### src/verilog/mul_pkg.sv
package mul_pkg;

	//**************************************************
	// widths
	//**************************************************
	localparam int xlen = 64;

	typedef logic [xlen-1:0]   dword_t;
	// two extra bits so the radix-4 windows cover the sign
	typedef logic [xlen+1:0]   ext_t;
	typedef logic [2*xlen-1:0] prod_t;
	// [1] multiplicand signed, [0] multiplier signed
	typedef logic [1:0]        sign_mode_t;
	typedef logic [1:0]        cfg_addr_t;
	typedef logic [31:0]       cnt_t;
	typedef logic [5:0]        step_t;

	//**************************************************
	// configuration map
	//**************************************************
	// mode register: sign mode in 1:0, word mode in 2
	localparam cfg_addr_t cfg_addr_mode  = 2'd0;
	// completed multiplies, read only
	localparam cfg_addr_t cfg_addr_count = 2'd1;

	// radix-4 steps, 66-bit and 34-bit extended operands
	localparam step_t full_steps = 6'd33;
	localparam step_t word_steps = 6'd17;

	// request controller
	typedef enum logic [1:0] {st_idle, st_run, st_hold, st_drop} ctrl_state_t;

endpackage

### src/verilog/booth_encoder.sv
`timescale 1ns/1ps

module booth_encoder (
	input  logic [2:0]                window,
	input  mul_pkg::ext_t             mcand,
	output logic [mul_pkg::xlen+3:0]  pp
);

	// multiplicand sign-extended to partial product width
	logic [mul_pkg::xlen+3:0] m1;
	// twice the multiplicand
	logic [mul_pkg::xlen+3:0] m2;
	// negated forms, invert plus one
	logic [mul_pkg::xlen+3:0] m1_neg;
	logic [mul_pkg::xlen+3:0] m2_neg;

	assign m1 = {{2{mcand[mul_pkg::xlen+1]}}, mcand};
	assign m2 = {m1[mul_pkg::xlen+2:0], 1'b0};

	assign m1_neg = ~m1 + 1'b1;
	assign m2_neg = ~m2 + 1'b1;

	// window is {q[i+1], q[i], q[i-1]}
	always_comb begin
		case (window)
			// runs of equal bits add nothing
			3'b000,
			3'b111: begin
				pp = '0;
			end
			3'b001,
			3'b010: begin
				pp = m1;
			end
			3'b011: begin
				pp = m2;
			end
			3'b100: begin
				pp = m2_neg;
			end
			// 101 and 110
			default: begin
				pp = m1_neg;
			end
		endcase
	end

endmodule

### src/verilog/booth_multiplier.sv
`timescale 1ns/1ps

module booth_multiplier (
	input  logic                clk,
	input  logic                rst,
	input  logic                start,
	input  mul_pkg::dword_t     mcand,
	input  mul_pkg::dword_t     mplier,
	input  mul_pkg::sign_mode_t sign_mode,
	input  logic                word_mode,
	output logic                busy,
	output logic                done,
	output mul_pkg::prod_t      product
);

	// sign or zero extension into the 66-bit working width
	// word mode takes bit 31 as the top of the operand
	function automatic mul_pkg::ext_t extend(
		input mul_pkg::dword_t v,
		input logic            sgn,
		input logic            word
	);
		logic top;
		top = sgn & (word ? v[31] : v[mul_pkg::xlen-1]);
		if (word)
			return {{34{top}}, v[31:0]};
		return {{2{top}}, v};
	endfunction

	//**************************************************
	// working registers
	//**************************************************
	// partial sum, upper part of the combined register
	logic [mul_pkg::xlen+3:0] acc;
	// multiplier bits, product low bits shift in from the top
	mul_pkg::ext_t            mq;
	// bit to the right of the current window
	logic                     q_low;
	mul_pkg::ext_t            mcand_q;
	logic                     word_q;
	mul_pkg::step_t           cnt;

	logic [mul_pkg::xlen+3:0] pp;
	logic [mul_pkg::xlen+3:0] sum;
	logic                     accept;

	assign busy   = (cnt != '0);
	// new start only from idle
	assign accept = start & ~busy;

	booth_encoder booth_encoder_i (
		.window (({mq[1:0], q_low})),
		.mcand  (mcand_q),
		.pp     (pp)
	);

	assign sum = acc + pp;

	// step counter and done pulse
	always_ff @(posedge clk) begin
		if (rst) begin
			cnt  <= '0;
			done <= 1'b0;
		end else begin
			done <= 1'b0;
			if (accept) begin
				cnt <= word_mode ? mul_pkg::word_steps : mul_pkg::full_steps;
			end else if (busy) begin
				cnt <= cnt - 1'b1;
				// last step, result in registers next cycle
				if (cnt == mul_pkg::step_t'(1))
					done <= 1'b1;
			end
		end
	end

	// datapath, load then add and shift
	always_ff @(posedge clk) begin
		if (accept) begin
			acc     <= '0;
			mq      <= extend(mplier, sign_mode[0], word_mode);
			q_low   <= 1'b0;
			mcand_q <= extend(mcand, sign_mode[1], word_mode);
			word_q  <= word_mode;
		end else if (busy) begin
			// arithmetic shift right by two of {sum, mq, q_low}
			acc   <= {{2{sum[mul_pkg::xlen+3]}}, sum[mul_pkg::xlen+3:2]};
			mq    <= {sum[1:0], mq[mul_pkg::xlen+1:2]};
			q_low <= mq[1];
		end
	end

	//**************************************************
	// result shaping
	//**************************************************
	// full mode: 128 bits straight from {acc, mq}
	// word mode: only 34 bits shifted in, low product word sits in mq[63:32]
	always_comb begin
		if (word_q) begin
			product = {{(mul_pkg::xlen+32){mq[63]}}, mq[63:32]};
		end else begin
			product = {acc[mul_pkg::xlen-3:0], mq};
		end
	end

endmodule

### src/verilog/mul_cfg_regs.sv
`timescale 1ns/1ps

module mul_cfg_regs (
	input  logic                clk,
	input  logic                rst,
	input  logic                cfg_wen,
	input  mul_pkg::cfg_addr_t  cfg_addr,
	input  mul_pkg::dword_t     cfg_wdata,
	output mul_pkg::dword_t     cfg_rdata,
	input  logic                op_done,
	output mul_pkg::sign_mode_t sign_mode,
	output logic                word_mode
);

	// completed multiplies, wraps
	mul_pkg::cnt_t count;

	logic mode_wen;

	assign mode_wen = cfg_wen & (cfg_addr == mul_pkg::cfg_addr_mode);

	//**************************************************
	// mode register
	//**************************************************
	always_ff @(posedge clk) begin
		if (rst) begin
			// unsigned, full width
			sign_mode <= '0;
			word_mode <= 1'b0;
		end else if (mode_wen) begin
			sign_mode <= cfg_wdata[1:0];
			word_mode <= cfg_wdata[2];
		end
	end

	// count register ignores writes
	always_ff @(posedge clk) begin
		if (rst) begin
			count <= '0;
		end else if (op_done) begin
			count <= count + 1'b1;
		end
	end

	//**************************************************
	// read mux
	//**************************************************
	always_comb begin
		case (cfg_addr)
			mul_pkg::cfg_addr_mode: begin
				cfg_rdata = mul_pkg::dword_t'({word_mode, sign_mode});
			end
			mul_pkg::cfg_addr_count: begin
				cfg_rdata = mul_pkg::dword_t'(count);
			end
			// unmapped addresses
			default: begin
				cfg_rdata = '0;
			end
		endcase
	end

endmodule

### src/verilog/mul_req_ctrl.sv
`timescale 1ns/1ps

module mul_req_ctrl (
	input  logic                clk,
	input  logic                rst,
	input  logic                req,
	output logic                ack,
	input  mul_pkg::dword_t     multiplicand,
	input  mul_pkg::dword_t     multiplier,
	input  mul_pkg::sign_mode_t sign_mode,
	input  logic                word_mode,
	output logic                start,
	output mul_pkg::dword_t     mcand,
	output mul_pkg::dword_t     mplier,
	output mul_pkg::sign_mode_t sign_mode_q,
	output logic                word_mode_q,
	input  logic                done,
	input  mul_pkg::prod_t      product,
	output mul_pkg::dword_t     result_hi,
	output mul_pkg::dword_t     result_lo,
	output logic                op_done
);

	mul_pkg::ctrl_state_t state;

	logic take;

	// request accepted this cycle
	assign take = (state == mul_pkg::st_idle) & req;

	// operands and mode frozen for the whole multiply
	always_ff @(posedge clk) begin
		if (take) begin
			mcand       <= multiplicand;
			mplier      <= multiplier;
			sign_mode_q <= sign_mode;
			word_mode_q <= word_mode;
		end
	end

	//**************************************************
	// four-phase handshake FSM
	//**************************************************
	always_ff @(posedge clk) begin
		if (rst) begin
			state     <= mul_pkg::st_idle;
			start     <= 1'b0;
			ack       <= 1'b0;
			op_done   <= 1'b0;
			result_hi <= '0;
			result_lo <= '0;
		end else begin
			// single-cycle pulses
			start   <= 1'b0;
			op_done <= 1'b0;
			case (state)
				mul_pkg::st_idle: begin
					if (req) begin
						start <= 1'b1;
						state <= mul_pkg::st_run;
					end
				end
				mul_pkg::st_run: begin
					// product only valid with done
					if (done) begin
						result_hi <= product[2*mul_pkg::xlen-1:mul_pkg::xlen];
						result_lo <= product[mul_pkg::xlen-1:0];
						ack       <= 1'b1;
						op_done   <= 1'b1;
						state     <= mul_pkg::st_hold;
					end
				end
				mul_pkg::st_hold: begin
					// result held as long as req stays high
					if (!req)
						state <= mul_pkg::st_drop;
				end
				default: begin
					// st_drop, ack falls one cycle after req
					ack   <= 1'b0;
					state <= mul_pkg::st_idle;
				end
			endcase
		end
	end

endmodule

### src/verilog/mul_unit_top.sv
`timescale 1ns/1ps

module mul_unit_top (
	input  logic               clk,
	input  logic               rst,
	input  logic               req,
	output logic               ack,
	input  mul_pkg::dword_t    multiplicand,
	input  mul_pkg::dword_t    multiplier,
	output mul_pkg::dword_t    result_hi,
	output mul_pkg::dword_t    result_lo,
	input  logic               cfg_wen,
	input  mul_pkg::cfg_addr_t cfg_addr,
	input  mul_pkg::dword_t    cfg_wdata,
	output mul_pkg::dword_t    cfg_rdata
);

	// live mode from the register block
	mul_pkg::sign_mode_t sign_mode;
	logic                word_mode;
	logic                op_done;

	// controller to datapath
	logic                start;
	mul_pkg::dword_t     mcand;
	mul_pkg::dword_t     mplier;
	mul_pkg::sign_mode_t sign_mode_q;
	logic                word_mode_q;
	logic                done;
	mul_pkg::prod_t      product;

	//**************************************************
	// instances
	//**************************************************
	mul_cfg_regs mul_cfg_regs_i (
		.clk       (clk),
		.rst       (rst),
		.cfg_wen   (cfg_wen),
		.cfg_addr  (cfg_addr),
		.cfg_wdata (cfg_wdata),
		.cfg_rdata (cfg_rdata),
		.op_done   (op_done),
		.sign_mode (sign_mode),
		.word_mode (word_mode)
	);

	mul_req_ctrl mul_req_ctrl_i (
		.clk          (clk),
		.rst          (rst),
		.req          (req),
		.ack          (ack),
		.multiplicand (multiplicand),
		.multiplier   (multiplier),
		.sign_mode    (sign_mode),
		.word_mode    (word_mode),
		.start        (start),
		.mcand        (mcand),
		.mplier       (mplier),
		.sign_mode_q  (sign_mode_q),
		.word_mode_q  (word_mode_q),
		.done         (done),
		.product      (product),
		.result_hi    (result_hi),
		.result_lo    (result_lo),
		.op_done      (op_done)
	);

	// busy only gates start inside the datapath
	booth_multiplier booth_multiplier_i (
		.clk       (clk),
		.rst       (rst),
		.start     (start),
		.mcand     (mcand),
		.mplier    (mplier),
		.sign_mode (sign_mode_q),
		.word_mode (word_mode_q),
		.busy      (),
		.done      (done),
		.product   (product)
	);

endmodule
### config.mk
export PLATFORM = sky130hd
export DESIGN_NAME = mul_unit_top
export DESIGN_NICKNAME = d
export VERILOG_FILES = /design/src/verilog/mul_pkg.sv /design/src/verilog/booth_encoder.sv /design/src/verilog/booth_multiplier.sv /design/src/verilog/mul_cfg_regs.sv /design/src/verilog/mul_req_ctrl.sv /design/src/verilog/mul_unit_top.sv
export SDC_FILE = /design/constraint.sdc
export NUM_CORES = 1
export LEC_CHECK = 0
export ABC_CLOCK_PERIOD_IN_PS = 6040
export BUFFER_PORTS_ARGS = -buffer_cell sky130_fd_sc_hd__buf_2
export CAP_MARGIN = 20
export CORE_MARGIN = 8
export CORE_UTILIZATION = 30
export DETAILED_ROUTE_END_ITERATION = 6
export GPL_TIMING_DRIVEN = 0
export HOLD_SLACK_MARGIN = 0.05
export PLACE_DENSITY_LB_ADDON = 0.05
export SYNTH_ARGS = -nofsm -noshare
export SYNTH_HDL_FRONTEND = slang
export SYNTH_SLANG_ARGS = --single-unit
export TNS_END_PERCENT = 5
### constraint.sdc
create_clock -name clk -period 6.04 [get_ports clk]
set_clock_uncertainty 0.05 [all_clocks]
set_input_delay 0.604 -clock clk [delete_from_list [all_inputs] [get_ports clk]]
set_output_delay 0.604 -clock clk [all_outputs]
set_load 0.02 [all_outputs]
# ---- Yosys cells after proc, flatten, opt, wreduce, memory -nomap -nowiden
# Index checks and enable logic that the tools add are counted.
dict set report totals {
  word_cells 87
  output_inout_bits 193
  in_bits 198
  regBits 506
}
dict set report classes {
  n_reduce_logical 14
  eq_ne 12
  n_addsub 5
  n_mux 25
  n_bitwise 11
}
# operator count
set op_table {}
lappend op_table {{two-way mux 66 bit} 6}
lappend op_table {{case mux 68 bit (4 select lines)} 1}
lappend op_table {{adder 68 x 1 -> 68 bit (second input constant)} 2}
lappend op_table {{inverter 68 bit} 2}
lappend op_table {{two-way mux 128 bit} 1}
lappend op_table {{adder 68 bit} 1}
lappend op_table {{case mux 32 bit (2 select lines)} 1}
lappend op_table {{adder 32 x 1 -> 32 bit (second input constant)} 1}
lappend op_table {{two-way mux 6 bit} 3}
lappend op_table {{OR reduction 2 bit} 5}
lappend op_table {{two-way mux 1 bit} 8}
lappend op_table {{equality test 3 x 2 -> 1 bit (second input constant)} 2}
lappend op_table {{equality test 3 bit (second input constant)} 2}
lappend op_table {{equality test 6 x 1 -> 1 bit (second input constant)} 1}
lappend op_table {{two-way mux 2 bit} 3}
lappend op_table {{case mux 2 bit (3 select lines)} 1}
lappend op_table {{nonzero test 6 bit} 1}
lappend op_table {{subtractor 6 x 1 -> 6 bit (second input constant)} 1}
lappend op_table {{bitwise AND 1 bit} 5}
lappend op_table {{equality test 2 x 1 -> 1 bit (second input constant)} 2}
lappend op_table {{logical NOT 2 bit} 2}
lappend op_table {{!= test 2 bit (second input constant)} 2}
lappend op_table {{inverter 1 bit} 4}
lappend op_table {{AND reduction 2 bit} 2}
lappend op_table {{other kinds (8)} 8}

# ---- Longest topological paths before layout
dict set report depth {
  word_depth 6
  ltp_mapped 23
  depth_no_buf 22
}

# ---- Modules after synthesis
# From an unflattened synthesis, not the netlist that was laid out.
dict set report hier_totals {
  cells_unflattened 3141
  area_unflattened_um2 28119.5
}
# mod area_per_inst_um2 seq_area_each_um2 n_inst cells_each
set by_module_without_submodules {}
lappend by_module_without_submodules {booth_multiplier 13200.2 5445.2 1 1485}
lappend by_module_without_submodules {mul_req_ctrl 8827.2 6596.3 1 717}
lappend by_module_without_submodules {booth_encoder 3937.5 0.0 1 677}
lappend by_module_without_submodules {mul_cfg_regs 2154.6 700.7 1 262}

# ---- Worst setup path after synthesis
# No wires, ideal clock.
dict set report synth_path {
  path_kind {reg2reg}
  from {reg booth_multiplier_i.mcand_q[5]}
  to {reg booth_multiplier_i.acc[63] (netlist bit)}
  arrival_ps 5369
  required_ps 5873
  slack_ps 504
  path_buffers 1
  setup_ps 117
  synth_period_minus_slack_ps 5536
  path_stages_with_launch 20
  cell_sequence {edfxtp_1 > or4_4 > nor3b_1 > nand3_1 > nor2_1 > nand2_1 > nor2_1 > nand2_1 > xnor2_1 > maj3_1 > a221oi_1 > ha_1 > clkbuf_1 > nand4_1 > or3_1 > o21ai_0 > a22oi_1 > o41ai_1 > mux2i_1 > a22o_1}
}
dict set report synth_between {
  elab_chain_cells 4
  elab_cells_between_ends 6
  cone_classes {add/sub (3); mux (1); bitwise (2)}
}
# item line_no
set synth_lines {}
lappend synth_lines {{from (decl)} booth_multiplier.sv:39} ;# mul_pkg::ext_t mcand_q;
lappend synth_lines {{from (signal assigned)} booth_multiplier.sv:83} ;# mcand_q <= extend(mcand, sign_mode[1], word_mode);
lappend synth_lines {{inverter 68 bit, on equally long branches} {booth_encoder.sv:20, booth_encoder.sv:21}}
lappend synth_lines {{adder 68 x 1 -> 68 bit, on equally long branches} {booth_encoder.sv:20, booth_encoder.sv:21}}
lappend synth_lines {{case mux 68 bit (4 select lines) *} booth_encoder.sv:25} ;# case (window)
lappend synth_lines {{adder 68 bit *} booth_multiplier.sv:57} ;# assign sum = acc + pp;
lappend synth_lines {{to (signal assigned)} booth_multiplier.sv:87} ;# acc <= {{2{sum[mul_pkg::xlen+3]}}, sum[mul_pkg::xlen+3:2]};
lappend synth_lines {{to (decl)} booth_multiplier.sv:34} ;# logic [mul_pkg::xlen+3:0] acc;
# Every way passes the cells marked *; elsewhere a longest branch is shown, timed or not.
# A chain may end at the register's enable or synchronous reset.

# ---- Worst setup path in the final report
dict set report layout_path {
  from {reg booth_multiplier_i.mcand_q[5]}
  to {reg, netlist name booth_multiplier_i.acc[65]}
}
dict set report layout_between {
  elab_chain_cells 4
  elab_cells_between_ends 6
  cone_classes {add/sub (3); mux (1); bitwise (2)}
}
# item line_no
set layout_lines {}
lappend layout_lines {{inverter 68 bit, on equally long branches} {booth_encoder.sv:20, booth_encoder.sv:21}}
lappend layout_lines {{adder 68 x 1 -> 68 bit, on equally long branches} {booth_encoder.sv:20, booth_encoder.sv:21}}
lappend layout_lines {{case mux 68 bit (4 select lines) *} booth_encoder.sv:25}
lappend layout_lines {{adder 68 bit *} booth_multiplier.sv:57}
# Marked as above.

==> out/metrics.csv <==
metric;value;unit
slack of the worst reg-to-reg path;110;ps
RR Startpoint;booth_multiplier_i.mcand_q[5];
Detailed Route Iter0 Violations;1876;
Syn. warnings;0;
area after detailed placement;30540;um2
data required time of the critical path;6530;ps
CP Class;reg -> reg;
placeable core area;90150;um2
routed wire length per instance;22.74;um
TritonCTS clock tree;built;
share of flip-flops with an asynchronous set or reset;0;
post-synthesis instance area;27290;um2
top-level port count;391;
share of the synthesized area in the top cell type;0.2894;
worst slew slack as a fraction of its limit;0.1750;
type of element capturing the critical path;flip-flop;
final setup fails;0;
Pwr Density;617.9;nW/um2
die extent in x;317.6;um
setup repair after global routing missed its margin;yes;
number of cells on the worst hold path;1;
mux contribution to synthesized area;0.03783;
via count of the first global-routing pass;24210;
final critical-path required period;5935;ps
initial antenna violation count;6;
RR Endpoint;booth_multiplier_i.acc[65];
Worst Max-Slew Pin Slew;1238;ps
post-route design area;34350;um2
DRT antenna net count;0;
clock latency of the later-clocked register in the worst-skew pair;660;ps
overall overflow remaining after global route;0;
largest fanout of any net on the critical path;10;
number of synthesized flops with an enable pin;263;
number of synthesized register bits;505;
cell type with the highest aggregate area in the netlist;edfxtp_1;
height of the die;317.6;um
multi-input logic area;13890;um2
number of hold violations in the final report;0;
GRT Util Overall;0.1992;
main combinational cell family by area after synthesis;compound AO/OA/AOI/OAI gates;
primary flip-flop cell chosen by synthesis mapping;edfxtp_1;
critical path arrival;6420;ps
count of nets after finishing;3687;
largest net degree at the start of global routing;73;
buffers added on ports;295;
H-tree depth;2;
adder-cell share of the synthesized area;0.05525;
# Max-Cap Violations;0;
share of post-route cells with drive strength above 1;0.1790;
Detailed Place HPWL;80.77;mm
wire length of the first global-routing pass;156.0;mm
distinct cell type count of the synthesized netlist;84;
end point of the worst hold path;mul_req_ctrl_i.mplier[36];
clock input transition at the sequential cells of the worst setup and hold paths;70;ps
area fraction in and, or, nand and nor cells after synthesis;0.1650;
total area of sequential cells;12740;um2
CTS root buffer;clkbuf_16;
Overall Power;21.23;mW
Final Max Tran Viols;0;
Area contributors post-synth;edfxtp_1, dfxtp_1, nor2_1;
Layout area overhead;25.90;%
critical hold path startpoint;multiplier[36];
run status;finished, final reports clean;
CTS buffer count;59;
final cycle utilization of the critical path;0.9826;
Residual DRC;0;
count of fill cells added during filler insertion;9114;
category of the worst setup path launch point;flip-flop;
cell row count;110;
type of the worst min-delay path;in -> reg;
worst ir drop on vdd;269.6;uV
global placement routability congestion;0.9318;
post-DR vias/cell;5.182;
peak clock frequency supported by timing;0.1685;GHz
effective utilization at floorplan;0.3027;
number of cell instances on the worst register-to-register path;21;
parity-gate share of the synthesized area counting xor and xnor cells;0.04686;
total wirelength of the detailed-routed design;105.6;mm
Compound-Gate Fraction of Synth Area;0.1779;
count of mapped cells out of synthesis;2896;
static leakage power;13.45;nW
first drt pass iteration count;7;
sequential element share of the synthesized area;0.4670;
total vias in the final route;24060;
sinks on the clock net;505;
area of the die;100900;um2
Syn Area/Cell;9.422;um2
Longest Clk Path Bufs;3;
cell usage in the layout, fill, tap and decap left out, drive strengths merged, types with 32 or more instances in the layout:
master / n
a211oi: 57
a21o: 47
a21oi: 205
a221oi: 35
and2: 38
buf: 372
clkbuf: 278
conb: 32
dfxtp: 242
dlygate4sd3: 111
edfxtp: 263
ha: 74
inv: 77
maj3: 56
mux2: 49
mux2i: 48
nand2: 193
nand3: 79
nor2: 291
nor2b: 109
nor3: 52
nor3b: 37
o21ai: 173
o22ai: 109
xnor2: 76
xor2: 70
worst max-delay path: stages (launching register included):
cell	delay, ps
edfxtp_1	410
or4_4	600
or4_4	430
buf_6	160
nor4_4	190
nand2_2	130
nor3_4	260
nand2_1	100
xnor2_1	170
a21oi_1	620
ha_1	360
clkbuf_1	230
a211o_1	350
a21oi_1	170
o31ai_1	90
a21o_1	210
a22o_1	220
o21a_2	290
a31oi_2	230
mux2i_1	250
a21oi_1	100
a211o_1	220
worst max-delay path by stage:
stage          slack [ps]  depth (start not counted)                      startpoint                          to
5_1_grt               -60                         21   booth_multiplier_i.mcand_q[5]  booth_multiplier_i.acc[50]
3_5_place_dp        -2160                         19   booth_multiplier_i.mcand_q[3]  booth_multiplier_i.acc[63]
4_1_cts               -30                         19  booth_multiplier_i.mcand_q[25]  booth_multiplier_i.acc[62]
6_report              110                         21   booth_multiplier_i.mcand_q[5]  booth_multiplier_i.acc[65]
2_1_floorplan         500                         19   booth_multiplier_i.mcand_q[5]  booth_multiplier_i.acc[63]
3_3_place_gp        -2210                         19   booth_multiplier_i.mcand_q[3]  booth_multiplier_i.acc[63]
kinds of logic (layout without fill, tap and decap cells):
kind of cell             after synthesis  count (layout)
AO/OA/AOI/OAI                        773             773
XOR/XNOR                             146             146
adder cells (fa/ha/maj)              131             131
buffers and inverters                327             864
flip-flops                           505             505
multiplexers                          97              97
other                                  1              34
AND/OR/NAND/NOR                      916             916
repair_timing:
action	4_1_cts	5_1_grt
pin swaps	4	17
endpoints found under the hold margin	110	1
hold buffers	110	1
setup endpoints to repair	38	23
gates resized for setup	60	71
setup buffers	7	9
metrics by stage:
stage	setup TNS (ps)	util	hold slack [ps]	worst slack, ps	instances
2_1_floorplan	0	-	350.3	504.2	2927
3_3_place_gp	-69090	0.3367	365.1	-2215	4398
3_5_place_dp	-42230	0.3388	354.5	-2161	4407
4_1_cts	-81.65	0.3769	50.80	-30.57	4635
5_1_grt	-124.3	0.3811	54.30	-56.34	4641
6_report	0	0.3811	94.54	105.2	4642
power breakdown:
part	switching [mW]	internal [mW]	total [mW]	leakage, nW
sequential	0.667	4.80	5.47	4.51
combinational	7.72	4.40	12.1	7.98
clock	1.50	2.14	3.64	0.965
registers in the layout, summed over array words and instances, names as in the netlist, 2 cells and up:
register                    flops
booth_multiplier_i.cnt          6
mul_req_ctrl_i.result_hi       64
mul_req_ctrl_i.mplier          64
mul_req_ctrl_i.result_lo       64
booth_multiplier_i.acc         66
booth_multiplier_i.mcand_q     65
mul_req_ctrl_i.sign_mode_q      2
mul_cfg_regs_i.sign_mode        2
booth_multiplier_i.mq          66
mul_cfg_regs_i.count           32
mul_req_ctrl_i.mcand           64
mul_req_ctrl_i.state            2
area by class of cell:
class / count / area share
Antenna cell: 2 / 0.0001457
Multi-Input combinational cell: 2095 / 0.4043
Inverter: 75 / 0.008267
Tap cell: 1176 / 0.04283
Sequential cell: 505 / 0.3709
Clock buffer: 83 / 0.04851
Timing Repair Buffer: 431 / 0.08399
Clock inverter: 28 / 0.009360
Buffer: 247 / 0.03172
synth_stat cells, types with 8 or more instances:
cell	count
o21bai_1	21
a21o_1	47
nor2b_1	109
edfxtp_1	263
nor3_1	50
mux2i_1	48
inv_1	74
buf_1	18
buf_4	32
and3_1	14
maj3_1	55
nand3_1	79
a22oi_1	9
a31oi_1	22
o22ai_1	109
nand4_1	26
nand2b_1	14
o21ai_0	173
dfxtp_1	242
nor2_1	291
xnor2_1	76
and2_1	38
clkbuf_1	198
nor4_1	15
o21a_1	12
a211oi_1	56
nor3b_1	37
or4_1	8
mux2_2	49
a21oi_1	205
or3_1	14
xor2_1	70
a221oi_1	34
ha_1	74
nand2_1	193
per-layer routing:
metal / wire (um) / part of all wire / up-vias / global-route usage
met3: 5665 / 0.054 / 152 / 0.03480
met4: 3158 / 0.030 / 4 / 0.05926
met2: 47760 / 0.45 / 750 / 0.3208
met5: 27 / 0.00026 / - / 0
li1: - / - / 11520 / -
met1: 48930 / 0.46 / 11630 / 0.2722
(Power assumes the default switching activity.)
